<file path="src/mem_pkg.sv">
`default_nettype none

package mem_pkg;

    // byte addressed, 32-bit space
    localparam int addr_width = 32;

    // one block holds two 32-bit instructions
    localparam int block_width = 64;
    localparam int block_offset_bits = 3;

    // direct mapped, one way
    localparam int icache_num_sets = 16;
    localparam int icache_index_bits = $clog2(icache_num_sets);

    // tag is everything above the index
    localparam int icache_tag_bits = addr_width - icache_index_bits - block_offset_bits;

    typedef logic [addr_width-1:0] addr_t;

    // lower word sits at the even word address
    typedef logic [block_width-1:0] block_data_t;

    // block number as seen by the memory controller
    typedef logic [addr_width-block_offset_bits-1:0] block_addr_t;

    // index is address bits 6 to 3
    typedef logic [icache_index_bits-1:0] icache_index_t;
    typedef logic [icache_tag_bits-1:0] icache_tag_t;

    // miss handling
    // idle also means the lookup path is live
    typedef enum logic [1:0] {
        idle,
        request,
        wait_resp
    } refill_state_t;

endpackage

`default_nettype wire
</file>
<file path="src/fetch_pkg.sv">
`default_nettype none

package fetch_pkg;

    // fixed length encoding, no compressed forms
    localparam int instr_width = 32;
    localparam int instr_bytes = instr_width / 8;
    localparam int opcode_width = 7;

    typedef logic [instr_width-1:0] instr_t;

    // only the control flow opcodes matter to the predictor
    typedef enum logic [opcode_width-1:0] {
        op_branch = 7'b1100011,
        op_jal    = 7'b1101111,
        op_jalr   = 7'b1100111,
        // anything else, falls through to pc + 4
        op_other  = 7'b0000000
    } opcode_t;

    // one queued fetch, about 98 bits
    typedef struct packed {
        instr_t         instr;
        mem_pkg::addr_t pc;
        logic           is_cond_br;
        logic           br_dir_pred;
        // predicted next pc, for every entry
        mem_pkg::addr_t br_target_pred;
    } ifetch_entry_t;

    // instruction queue sizing
    localparam int ififo_depth = 8;
    localparam int ififo_ptr_bits = $clog2(ififo_depth);
    // count needs one more bit to tell full from empty
    localparam int ififo_count_bits = $clog2(ififo_depth + 1);

    typedef logic [ififo_ptr_bits-1:0] ififo_ptr_t;
    typedef logic [ififo_count_bits-1:0] ififo_count_t;

    // first fetch address out of reset
    localparam mem_pkg::addr_t reset_vector = 32'h0000_0000;

endpackage

`default_nettype wire

</file>
<file path="src/ifu.sv">
`default_nettype none

module ifu (
    input  wire                       clk,
    input  wire                       rst,
    // redirect from the backend
    input  wire mem_pkg::addr_t       recovery_pc,
    input  wire                       recovery_valid,
    input  wire                       backend_stall,
    // icache to memory controller
    output logic                      req_valid,
    output mem_pkg::block_addr_t      req_block_addr,
    input  wire                       req_ready,
    // memory controller to icache
    input  wire                       resp_valid,
    input  wire mem_pkg::block_data_t resp_block_data,
    // to dispatch
    output logic                      dispatch_valid,
    output fetch_pkg::ifetch_entry_t  dispatch_entry,
    input  wire                       dispatch_ready
);

    mem_pkg::addr_t pc;
    mem_pkg::addr_t pc_next;
    mem_pkg::addr_t next_pc;
    mem_pkg::block_data_t block;
    fetch_pkg::instr_t instr;
    fetch_pkg::ifetch_entry_t push_entry;

    logic hit;
    logic fifo_full;
    logic fetch_stall;
    logic push;
    logic is_cond_br;
    logic br_dir_pred;

    // miss, queue full or backend hold
    assign fetch_stall = !hit || fifo_full || backend_stall;

    // nothing enters the queue while a redirect is taken
    assign push = !fetch_stall && !recovery_valid;

    // pc mux, redirect wins over everything
    always_comb begin
        if (recovery_valid) begin
            pc_next = recovery_pc;
        end else if (push) begin
            pc_next = next_pc;
        end else begin
            pc_next = pc;
        end
    end

    always_ff @(posedge clk) begin
        if (rst) begin
            pc <= fetch_pkg::reset_vector;
        end else begin
            pc <= pc_next;
        end
    end

    // redirect doubles as cache flush, refill still completes
    icache u_icache (
        .clk             (clk),
        .rst             (rst),
        .pc              (pc),
        .flush           (recovery_valid),
        .hit             (hit),
        .block           (block),
        .req_valid       (req_valid),
        .req_block_addr  (req_block_addr),
        .req_ready       (req_ready),
        .resp_valid      (resp_valid),
        .resp_block_data (resp_block_data)
    );

    // pc bit 2 picks the word, upper word is the odd one
    assign instr = pc[2] ? block[2*fetch_pkg::instr_width-1:fetch_pkg::instr_width]
                         : block[fetch_pkg::instr_width-1:0];

    next_pc_predict u_next_pc_predict (
        .instr       (instr),
        .pc          (pc),
        .is_cond_br  (is_cond_br),
        .br_dir_pred (br_dir_pred),
        .next_pc     (next_pc)
    );

    // queue entry
    always_comb begin
        push_entry.instr = instr;
        push_entry.pc = pc;
        push_entry.is_cond_br = is_cond_br;
        push_entry.br_dir_pred = br_dir_pred;
        push_entry.br_target_pred = next_pc;
    end

    instr_fifo u_instr_fifo (
        .clk        (clk),
        .rst        (rst),
        .flush      (recovery_valid),
        .push       (push),
        .push_entry (push_entry),
        .full       (fifo_full),
        .pop_valid  (dispatch_valid),
        .pop_entry  (dispatch_entry),
        .pop_ready  (dispatch_ready)
    );

endmodule

`default_nettype wire

</file>
<file path="src/instr_fifo.sv">
`default_nettype none

module instr_fifo (
    input  wire                       clk,
    input  wire                       rst,
    input  wire                       flush,
    // enqueue from fetch
    input  wire                       push,
    input  wire fetch_pkg::ifetch_entry_t push_entry,
    output logic                      full,
    // dequeue toward dispatch
    output logic                      pop_valid,
    output fetch_pkg::ifetch_entry_t  pop_entry,
    input  wire                       pop_ready
);

    fetch_pkg::ifetch_entry_t entries [fetch_pkg::ififo_depth];

    fetch_pkg::ififo_ptr_t   wr_ptr;
    fetch_pkg::ififo_ptr_t   rd_ptr;
    fetch_pkg::ififo_count_t count;

    logic do_push;
    logic do_pop;

    assign full = count == fetch_pkg::ififo_count_t'(fetch_pkg::ififo_depth);

    // straight from storage, so a new entry shows a cycle later
    assign pop_valid = count != '0;
    assign pop_entry = entries[rd_ptr];

    // push while full is dropped
    assign do_push = push && !full;
    assign do_pop = pop_valid && pop_ready;

    // pointers and occupancy
    always_ff @(posedge clk) begin
        if (rst || flush) begin
            // flush drops all queued entries
            wr_ptr <= '0;
            rd_ptr <= '0;
            count <= '0;
        end else begin
            // depth is a power of two, pointers wrap on their own
            if (do_push) begin
                wr_ptr <= wr_ptr + 1'b1;
            end
            if (do_pop) begin
                rd_ptr <= rd_ptr + 1'b1;
            end
            if (do_push && !do_pop) begin
                count <= count + 1'b1;
            end else if (do_pop && !do_push) begin
                count <= count - 1'b1;
            end
        end
    end

    // entry storage
    always_ff @(posedge clk) begin
        if (do_push) begin
            entries[wr_ptr] <= push_entry;
        end
    end

endmodule

`default_nettype wire

</file>
<file path="src/next_pc_predict.sv">
`default_nettype none

module next_pc_predict (
    input  wire fetch_pkg::instr_t instr,
    input  wire mem_pkg::addr_t    pc,
    output logic                   is_cond_br,
    output logic                   br_dir_pred,
    output mem_pkg::addr_t         next_pc
);

    fetch_pkg::opcode_t opcode;
    mem_pkg::addr_t b_imm;
    mem_pkg::addr_t j_imm;
    mem_pkg::addr_t seq_pc;

    // opcode decode, unknown values fold into op_other
    always_comb begin
        case (instr[fetch_pkg::opcode_width-1:0])
            fetch_pkg::op_branch: opcode = fetch_pkg::op_branch;
            fetch_pkg::op_jal:    opcode = fetch_pkg::op_jal;
            fetch_pkg::op_jalr:   opcode = fetch_pkg::op_jalr;
            default:              opcode = fetch_pkg::op_other;
        endcase
    end

    // b-type immediate, sign extended
    assign b_imm = {{19{instr[31]}}, instr[31], instr[7], instr[30:25], instr[11:8], 1'b0};

    // j-type immediate, sign extended
    assign j_imm = {{11{instr[31]}}, instr[31], instr[19:12], instr[20], instr[30:21], 1'b0};

    assign seq_pc = pc + mem_pkg::addr_t'(fetch_pkg::instr_bytes);

    assign is_cond_br = opcode == fetch_pkg::op_branch;

    // backward taken, forward not taken
    assign br_dir_pred = is_cond_br && b_imm[mem_pkg::addr_width-1];

    always_comb begin
        case (opcode)
            fetch_pkg::op_jal: begin
                // always taken
                next_pc = pc + j_imm;
            end
            fetch_pkg::op_branch: begin
                if (br_dir_pred) begin
                    next_pc = pc + b_imm;
                end else begin
                    next_pc = seq_pc;
                end
            end
            // jalr lands here too since its target lives in a register
            default: next_pc = seq_pc;
        endcase
    end

endmodule

`default_nettype wire

</file>
<file path="src/icache.sv">
`default_nettype none

module icache (
    input  wire                  clk,
    input  wire                  rst,
    // lookup side
    input  wire mem_pkg::addr_t  pc,
    input  wire                  flush,
    output logic                 hit,
    output mem_pkg::block_data_t block,
    // block request to the memory controller
    output logic                 req_valid,
    output mem_pkg::block_addr_t req_block_addr,
    input  wire                  req_ready,
    // refill data, always accepted
    input  wire                  resp_valid,
    input  wire mem_pkg::block_data_t resp_block_data
);

    // fields of the current pc
    mem_pkg::icache_index_t index;
    mem_pkg::icache_tag_t   tag;

    // arrays, one entry per set
    mem_pkg::icache_tag_t   tag_arr [mem_pkg::icache_num_sets];
    mem_pkg::block_data_t   data_arr [mem_pkg::icache_num_sets];
    logic [mem_pkg::icache_num_sets-1:0] valid_arr;

    // refill control
    mem_pkg::refill_state_t state;
    mem_pkg::block_addr_t   miss_block_addr;
    mem_pkg::icache_index_t refill_index;
    mem_pkg::icache_tag_t   refill_tag;

    logic tag_match;
    logic start_refill;
    logic refill_done;

    // split pc into index and tag
    assign index = pc[mem_pkg::block_offset_bits +: mem_pkg::icache_index_bits];
    assign tag = pc[mem_pkg::addr_width-1 -: mem_pkg::icache_tag_bits];

    assign tag_match = tag_arr[index] == tag;

    // lookup only counts while no refill is running
    assign hit = (state == mem_pkg::idle) && valid_arr[index] && tag_match;
    assign block = data_arr[index];

    // a redirect this cycle replaces pc, so skip the stale miss
    assign start_refill = (state == mem_pkg::idle) && !hit && !flush;
    assign refill_done = (state == mem_pkg::wait_resp) && resp_valid;

    // set and tag of the block being filled
    assign refill_index = miss_block_addr[mem_pkg::icache_index_bits-1:0];
    assign refill_tag =
        miss_block_addr[mem_pkg::addr_width-mem_pkg::block_offset_bits-1 -:
                        mem_pkg::icache_tag_bits];

    // held from the request cycle until req_ready
    assign req_valid = state == mem_pkg::request;
    assign req_block_addr = miss_block_addr;

    // refill fsm and valid bits
    always_ff @(posedge clk) begin
        if (rst) begin
            state <= mem_pkg::idle;
            // reset invalidates every set
            valid_arr <= '0;
        end else begin
            case (state)
                mem_pkg::idle: begin
                    if (start_refill) begin
                        state <= mem_pkg::request;
                    end
                end
                mem_pkg::request: begin
                    // address accepted by memory
                    if (req_ready) begin
                        state <= mem_pkg::wait_resp;
                    end
                end
                mem_pkg::wait_resp: begin
                    // flush is ignored here, the block still lands
                    if (resp_valid) begin
                        state <= mem_pkg::idle;
                        valid_arr[refill_index] <= 1'b1;
                    end
                end
                default: begin
                    state <= mem_pkg::idle;
                end
            endcase
        end
    end

    // miss address latch
    always_ff @(posedge clk) begin
        if (start_refill) begin
            miss_block_addr <= pc[mem_pkg::addr_width-1:mem_pkg::block_offset_bits];
        end
    end

    // tag and data write on refill
    always_ff @(posedge clk) begin
        if (refill_done) begin
            tag_arr[refill_index] <= refill_tag;
            data_arr[refill_index] <= resp_block_data;
        end
    end

endmodule

`default_nettype wire

</file>
<file path="config.mk">
export PLATFORM = sky130hd
export DESIGN_NAME = ifu
export DESIGN_NICKNAME = d
export VERILOG_FILES = /design/src/mem_pkg.sv /design/src/fetch_pkg.sv /design/src/ifu.sv /design/src/instr_fifo.sv /design/src/next_pc_predict.sv /design/src/icache.sv
export SDC_FILE = /design/constraint.sdc
export NUM_CORES = 2
export LEC_CHECK = 0
export ABC_AREA = 1
export BUFFER_PORTS_ARGS = -buffer_cell sky130_fd_sc_hd__buf_2
export CORE_MARGIN = 5
export CORE_UTILIZATION = 25
export DETAILED_ROUTE_END_ITERATION = 10
export GPL_TIMING_DRIVEN = 0
export SYNTH_ARGS = -nofsm -noshare
export SYNTH_HDL_FRONTEND = slang
export SYNTH_HIERARCHICAL = 1
export SYNTH_SLANG_ARGS = --single-unit
</file>
<file path="constraint.sdc">
create_clock -name clk -period 20 [get_ports clk]
set_input_delay 3 -clock clk [delete_from_list [all_inputs] [get_ports clk]]
set_output_delay 3 -clock clk [all_outputs]
set_load 0.005 [all_outputs]
</file>
## Yosys cells after proc, flatten, opt, wreduce, memory -nomap -nowiden

Memory sizes are Yosys's and may differ from the RTL's. A register that Yosys moved wholly into a read port is not among the register bits.
Cells that the tools add are included.

- Memory bits (writable): 2208
- Input port bits: 103
- Logic and storage cells: 86
- Memories kept: 3
- Flip-flop bits (word level): 89
- Output and inout bits: 129

Memory list:

| name | words | bits a word | rd ports | clocked after memory_dff | wr ports | line | text |
|---|---|---|---|---|---|---|---|
| u_icache.data_arr | 16 | 64 | 1 | 1 | 1 | icache.sv:26 | `mem_pkg::block_data_t data_arr [mem_pkg::icache_num_sets];` |
| u_instr_fifo.entries | 8 | 98 | 1 | 1 | 1 | instr_fifo.sv:17 | `fetch_pkg::ifetch_entry_t entries [fetch_pkg::ififo_depth];` |
| u_icache.tag_arr | 16 | 25 | 1 | 1 | 1 | icache.sv:25 | `mem_pkg::icache_tag_t tag_arr [mem_pkg::icache_num_sets];` |

- $add $sub $neg: 7
- Equal/unequal tests: 12
- Bitwise logic cells: 1
- Order comparisons: 3
- Mux-type cells: 26
- Reduce and logical (&&, ||, !) cells: 27

Operator list:

| kind | number |
|---|---|
| 32-bit 2-to-1 mux | 4 |
| 32-bit adder | 2 |
| 32-bit one-hot mux with 2 select lines | 1 |
| 7-bit == test (second input constant) | 5 |
| 32-bit by 3-bit adder with 32-bit output (second input constant) | 1 |
| 25-bit == test | 1 |
| 4-bit 2-to-1 mux | 6 |
| 7-bit one-hot mux with 3 select lines | 1 |
| 16-bit bitwise OR | 1 |
| 1-bit logical AND | 12 |
| 4-bit by 5-bit less-than comparator with 1-bit output (second input constant) | 2 |
| 3-bit by 1-bit adder with 3-bit output (second input constant) | 2 |
| 1-bit zero test | 6 |
| 1-bit 2-to-1 mux | 6 |
| 2-bit 2-to-1 mux | 3 |
| 3-bit 2-to-1 mux | 2 |
| 2-bit one-hot mux with 3 select lines | 1 |
| 4-bit by 1-bit adder with 4-bit output (second input constant) | 1 |
| 1-bit binary-select mux with 4-bit select | 1 |
| 1-bit demux with 4-bit select | 1 |
| 4-bit == test (second input constant) | 1 |
| 4-bit by 1-bit greater-or-equal comparator with 1-bit output (second input constant) | 1 |
| 2-bit by 1-bit != test with 1-bit output (second input constant) | 2 |
| 2-bit nonzero test | 2 |
| other kinds (9) | 11 |

## Depth between registers and ports, before layout

- Depth in word-level cells: 14
- Depth in mapped cells: 32
- Depth with buffers taken out: 26

## Hierarchy

The synthesis kept the hierarchy.

By module, submodules not included:

| module | sequential area each (sq um) | area each (sq um) | cells each | times used |
|---|---|---|---|---|
| icache | 43992.2 | 57756.6 | 4392 | 1 |
| instr_fifo | 23802.8 | 31980.7 | 2702 | 1 |
| next_pc_predict | 0.0 | 5212.5 | 1092 | 1 |
| ifu | 640.6 | 2252.2 | 421 | 1 |

## Worst setup path before layout

No wires, ideal clock.

- Path kind: input to register
- Start point: in backend_stall
- End point: mem u_instr_fifo/entries[0][0] (netlist name) (enable)
- Stages on the path: 9
- Buffers on the path: 2
- Data required time: 19.445 ns
- Data arrival time: 7.962 ns
- Setup slack: 11.482 ns
- Library setup time: 0.555 ns
- Cells stage by stage: inv_1 > nand3_1 > buf_4 > buf_2 > nor2_1 > nand2_1 > inv_1 > nand2_1 > nor2_1

- Word-level cells in the longest chain between the ends: 6

Ends and longest elaborated chain:

| what | line | text |
|---|---|---|
| from (decl) | ifu.sv:9 | `input wire backend_stall,` |
| 1-bit logical OR | ifu.sv:38 | `assign fetch_stall = !hit \|\| fifo_full \|\| backend_stall;` |
| 1-bit zero test | ifu.sv:41 | `assign push = !fetch_stall && !recovery_valid;` |
| 1-bit logical AND | ifu.sv:41 |  |
| net push | ifu.sv:33 | `logic push;` |
| 1-bit logical AND | instr_fifo.sv:33 | `assign do_push = push && !full;` |
| net u_instr_fifo.do_push | instr_fifo.sv:23 | `logic do_push;` |
| 1-bit 2-to-1 mux | instr_fifo.sv:61 | `if (do_push) begin` |
| 1-bit 2-to-1 mux (not written as such) | instr_fifo.sv:62 | `entries[wr_ptr] <= push_entry;` |
| to (decl) | instr_fifo.sv:17 |  |

The timed path passes the listed nets, and every way through them passes these cells.

## Final worst setup path

- Start point: reg pc[5]
- End point: mem u_instr_fifo/entries[1][93] (netlist name) (enable)

- Word-level cells in the longest chain between the ends: 12

Ends and longest elaborated chain:

| what | line | text |
|---|---|---|
| from (decl) | ifu.sv:23 | `mem_pkg::addr_t pc;` |
| from (signal assigned) | ifu.sv:56 | `pc <= fetch_pkg::reset_vector;` |
| from (signal assigned) | ifu.sv:58 | `pc <= pc_next;` |
| 1-bit binary-select mux with 4-bit select | icache.sv:46 | `assign hit = (state == mem_pkg::idle) && valid_arr[index] && tag_match;` |
| 1-bit 2-to-1 mux (not written as such) | icache.sv:46 |  |
| 1-bit logical AND (2 in series) | icache.sv:46 |  |
| net hit | ifu.sv:30 | `logic hit;` |
| 1-bit zero test | ifu.sv:38 |  |
| 1-bit logical OR (2 in series) | ifu.sv:38 |  |
| 1-bit zero test | ifu.sv:41 |  |
| 1-bit logical AND | ifu.sv:41 |  |
| net push | ifu.sv:33 |  |
| 1-bit logical AND | instr_fifo.sv:33 |  |
| 1-bit 2-to-1 mux | instr_fifo.sv:61 |  |
| 1-bit 2-to-1 mux (not written as such) | instr_fifo.sv:62 |  |

The timed path passes the listed nets, and every way through them passes these cells. The select of a mux whose other input is x is not followed.

==> flow_metrics.tcl <==
set metrics [dict create \
    cts_buffers 231 \
    cts_resized 0 \
    ys_seq_area_share_pct 70.41 \
    drt-initial-drc-count 8642 \
    core-area_mm2 0.3882 \
    power_density_mw_per_mm2 93.24 \
    dieArea_mm2 0.4014 \
    hold_class "reg -> reg" \
    pwr-share-clk_pct 40.6 \
    final.setup.tns_ns 0 \
    grt_pass1_wl_um 476100 \
    relSlewSlack_pct 0.6753 \
    synthTopCellsByArea "edfxtp_1 69%, nor2_1 6.4%, nand2_1 6.4%, o21ai_0 4.0%, nand3_1 2.6%" \
    die_h_um 633.5 \
    grt_max_degree 31 \
    hold_viol 0 \
    io_buffers 231 \
    crit_path_top_delay_cell "dfxtp_1" \
    post_cts_buffers 0 \
    synth_ff_type "edfxtp_1" \
    synth-edff-count 2237 \
    syn-cell-area_mm2 0.09720 \
    rsz0062_at_grt "false" \
    ys_warn_count 6 \
    synth_cells 8607 \
    placed_cell_area_mm2 0.1070 \
    peakVddDrop_v 0.00008911 \
    dp.cells 14130 \
    synth_top_cell_area_share_pct 69.11 \
    instances_no_fill 14570 \
    first_global_vias 65980 \
    hold_buffers 0 \
    placementRows 229 \
    clock_path_buffers 4 \
    die_x_um 633.5 \
    period_share_pct 40.53 \
    outcome "complete, no violations" \
    synth_top_cell_by_area "edfxtp_1" \
    overflow 0 \
    intPower_uw 8049 \
    path_clk_slew_ns 0.07 \
    synth_fp_nets 8762 \
    hpwlAfterDp_um 235400 \
    path_class "reg -> reg" \
    timing.fmax_mhz 123.4 \
    vias_per_cell 4.846 \
    synth_seq_cells 2300 \
    syn_to_final_growth_pct 17.75 \
    avgRoutedWirePerCell_um 23.41 \
    drive_above_1_share_pct 10.22 \
    synth.most_common_cell "edfxtp_1" \
    nNetsFinal 9321 \
    clock_skew_ns 0.1279 \
    drc_errors 0 \
    synthArstFlopShare_pct 0 \
    ant_nets 0 \
    vias 70580 \
    gp_congestion 0.9216 \
    track_usage_pct 16.21 \
    first_pass_iters 8 \
    hold_slack_ns 0.4694 \
    cp_max_fo 27 \
    cts_num_sinks 2300 \
    finalMaxSlewViolations 0 \
    synthTopCellsByCount "2237 x edfxtp_1, 1661 x nor2_1, 1650 x nand2_1, 786 x o21ai_0, 496 x nand3_1" \
    cp_common_cell "nand3_1" \
    cp_slowest_stage_delay_ns 1.13 \
    cp.required_ns 20.51 \
    antenna_found_initial 83 \
    synth.avg_cell_area_um2 11.29 \
    clk_latency_ns 0.94 \
    cap_violations 0 \
    worstSetupStartpointType "register" \
    synth_cell_type_count 45 \
    cp.arrival_ns 8.62 \
    nFillCells 39370 \
    cts_root_buffer "clkbuf_16" \
    path_cells "buf_2 > clkbuf_1 > nand3_1 > nand3_1 > nand2_1 > nand2_1 > nand2_1 > nor4_1 > nand3_1 > nor2_1 > nand3_1 > buf_4 > buf_2 > nor2_1 > nand3_1 > nor2_4 > buf_12 > buf_12" \
    power_switching_uw 2622 \
    h-tree-depth 4 \
    power.leakage_uw 0.04049 \
    start_util_pct 25.04 \
    period_needed_ns 8.106 \
    fin_area_mm2 0.1145 \
    finalWirelength_um 341100 \
    cts_tree "done" \
    pwr-share-comb_pct 8.7 \
    p_seq_share_pct 50.7 \
    setup_violations 0 \
    swShare_pct 24.57 \
    tightestPinTransition_ns 1.488 \
    endpoint_kind "register" \
    num_io_pins 232 \
]
cells by family after synthesis:
logic type / Yosys count / share of synthesized area (%)
AO/OA/AOI/OAI: 1464 / 8.718
adder cells (fa/ha/maj): 52 / 0.6925
AND/OR/NAND/NOR: 3902 / 15.99
flip-flops: 2300 / 70.41
XOR/XNOR: 9 / 0.08110
buffers and inverters: 880 / 4.115
per-stage QoR:
stage | total power [uW] | util, % | worst slack, ns
3_3_place_gp | 6399 | 27.01 | 5.417
6_report | 10670 | 29.48 | 11.89
2_1_floorplan | 5963 | - | 11.48
5_1_grt | 10990 | 29.47 | 11.63
3_5_place_dp | 6414 | 27.56 | 12.07
4_1_cts | 10700 | 29.46 | 11.98
state kept, by name, indices dropped and copies added, names as in the netlist, named ones only:
name and cells:
pc 32, u_icache/data_arr 1024, u_icache/req_block_addr 29, u_icache/state 2
u_icache/tag_arr 400, u_icache/valid_arr 16, u_instr_fifo/count 4, u_instr_fifo/entries 784
u_instr_fifo/rd_ptr 3, u_instr_fifo/wr_ptr 3
power groups by stage:
| stage | Combinational, uW | Clock, uW | Sequential, uW |
|---|---|---|---|
| floorplan | 492 | 0 | 5470 |
| global placement | 887 | 0 | 5510 |
| detailed placement | 903 | 0 | 5510 |
| CTS | 906 | 4380 | 5410 |
| global route | 993 | 4590 | 5410 |
| finish | 931 | 4330 | 5410 |
worst max-delay path: cells and delay by family, from the launching register on:
kind	cells	cell delay (ns)
AND/OR/NAND/NOR	12	4.17
flip-flops	1	1.13
buffers and inverters	6	2.32
worst paths after layout:
| path | cells after the start | end | startpoint | slack (ns) |
|---|---|---|---|---|
| min reg2reg | 2 | u_icache/valid_arr[1] | u_icache/valid_arr[1] | 0.47 |
| max reg2reg | 18 | u_instr_fifo/entries[1][93] | pc[5] | 11.89 |
| min | 2 | u_icache/valid_arr[1] | u_icache/valid_arr[1] | 0.47 |
| max | 18 | u_instr_fifo/entries[1][93] | pc[5] | 11.89 |
cell usage in the layout, fill, tap and decap left out, types with 228 or more instances in the layout:
| cell | instances |
|---|---|
| nand2_1 | 1649 |
| o21ai_1 | 228 |
| o221ai_1 | 231 |
| inv_1 | 375 |
| clkbuf_16 | 233 |
| buf_2 | 384 |
| nor2_1 | 1637 |
| nand3_1 | 496 |
| edfxtp_1 | 2237 |
| clkbuf_1 | 253 |
| o21ai_0 | 786 |
metal layers:
metal | part of all wire [%] | GRT usage [%] | vias up
met1 | 39 | 20.79 | 34560
met5 | 0.052 | 0 | -
met2 | 46 | 26.02 | 3803
li1 | - | - | 31420
met4 | 4.8 | 7.373 | 32
met3 | 10 | 3.751 | 768
cell type report:
type	instances	area, um^2	share of cell area [%]
Tap cell	5197	6502	5.681
Multi-Input combinational cell	5427	24950	21.80
Sequential cell	2300	68440	59.80
Inverter	388	1466	1.281
Buffer	492	2535	2.215
Clock inverter	130	1380	1.206
Antenna cell	33	82.58	0.07215
Timing Repair Buffer	326	3118	2.724
Clock buffer	273	5981	5.226
No activity file was read; power rests on OpenSTA's default activity.
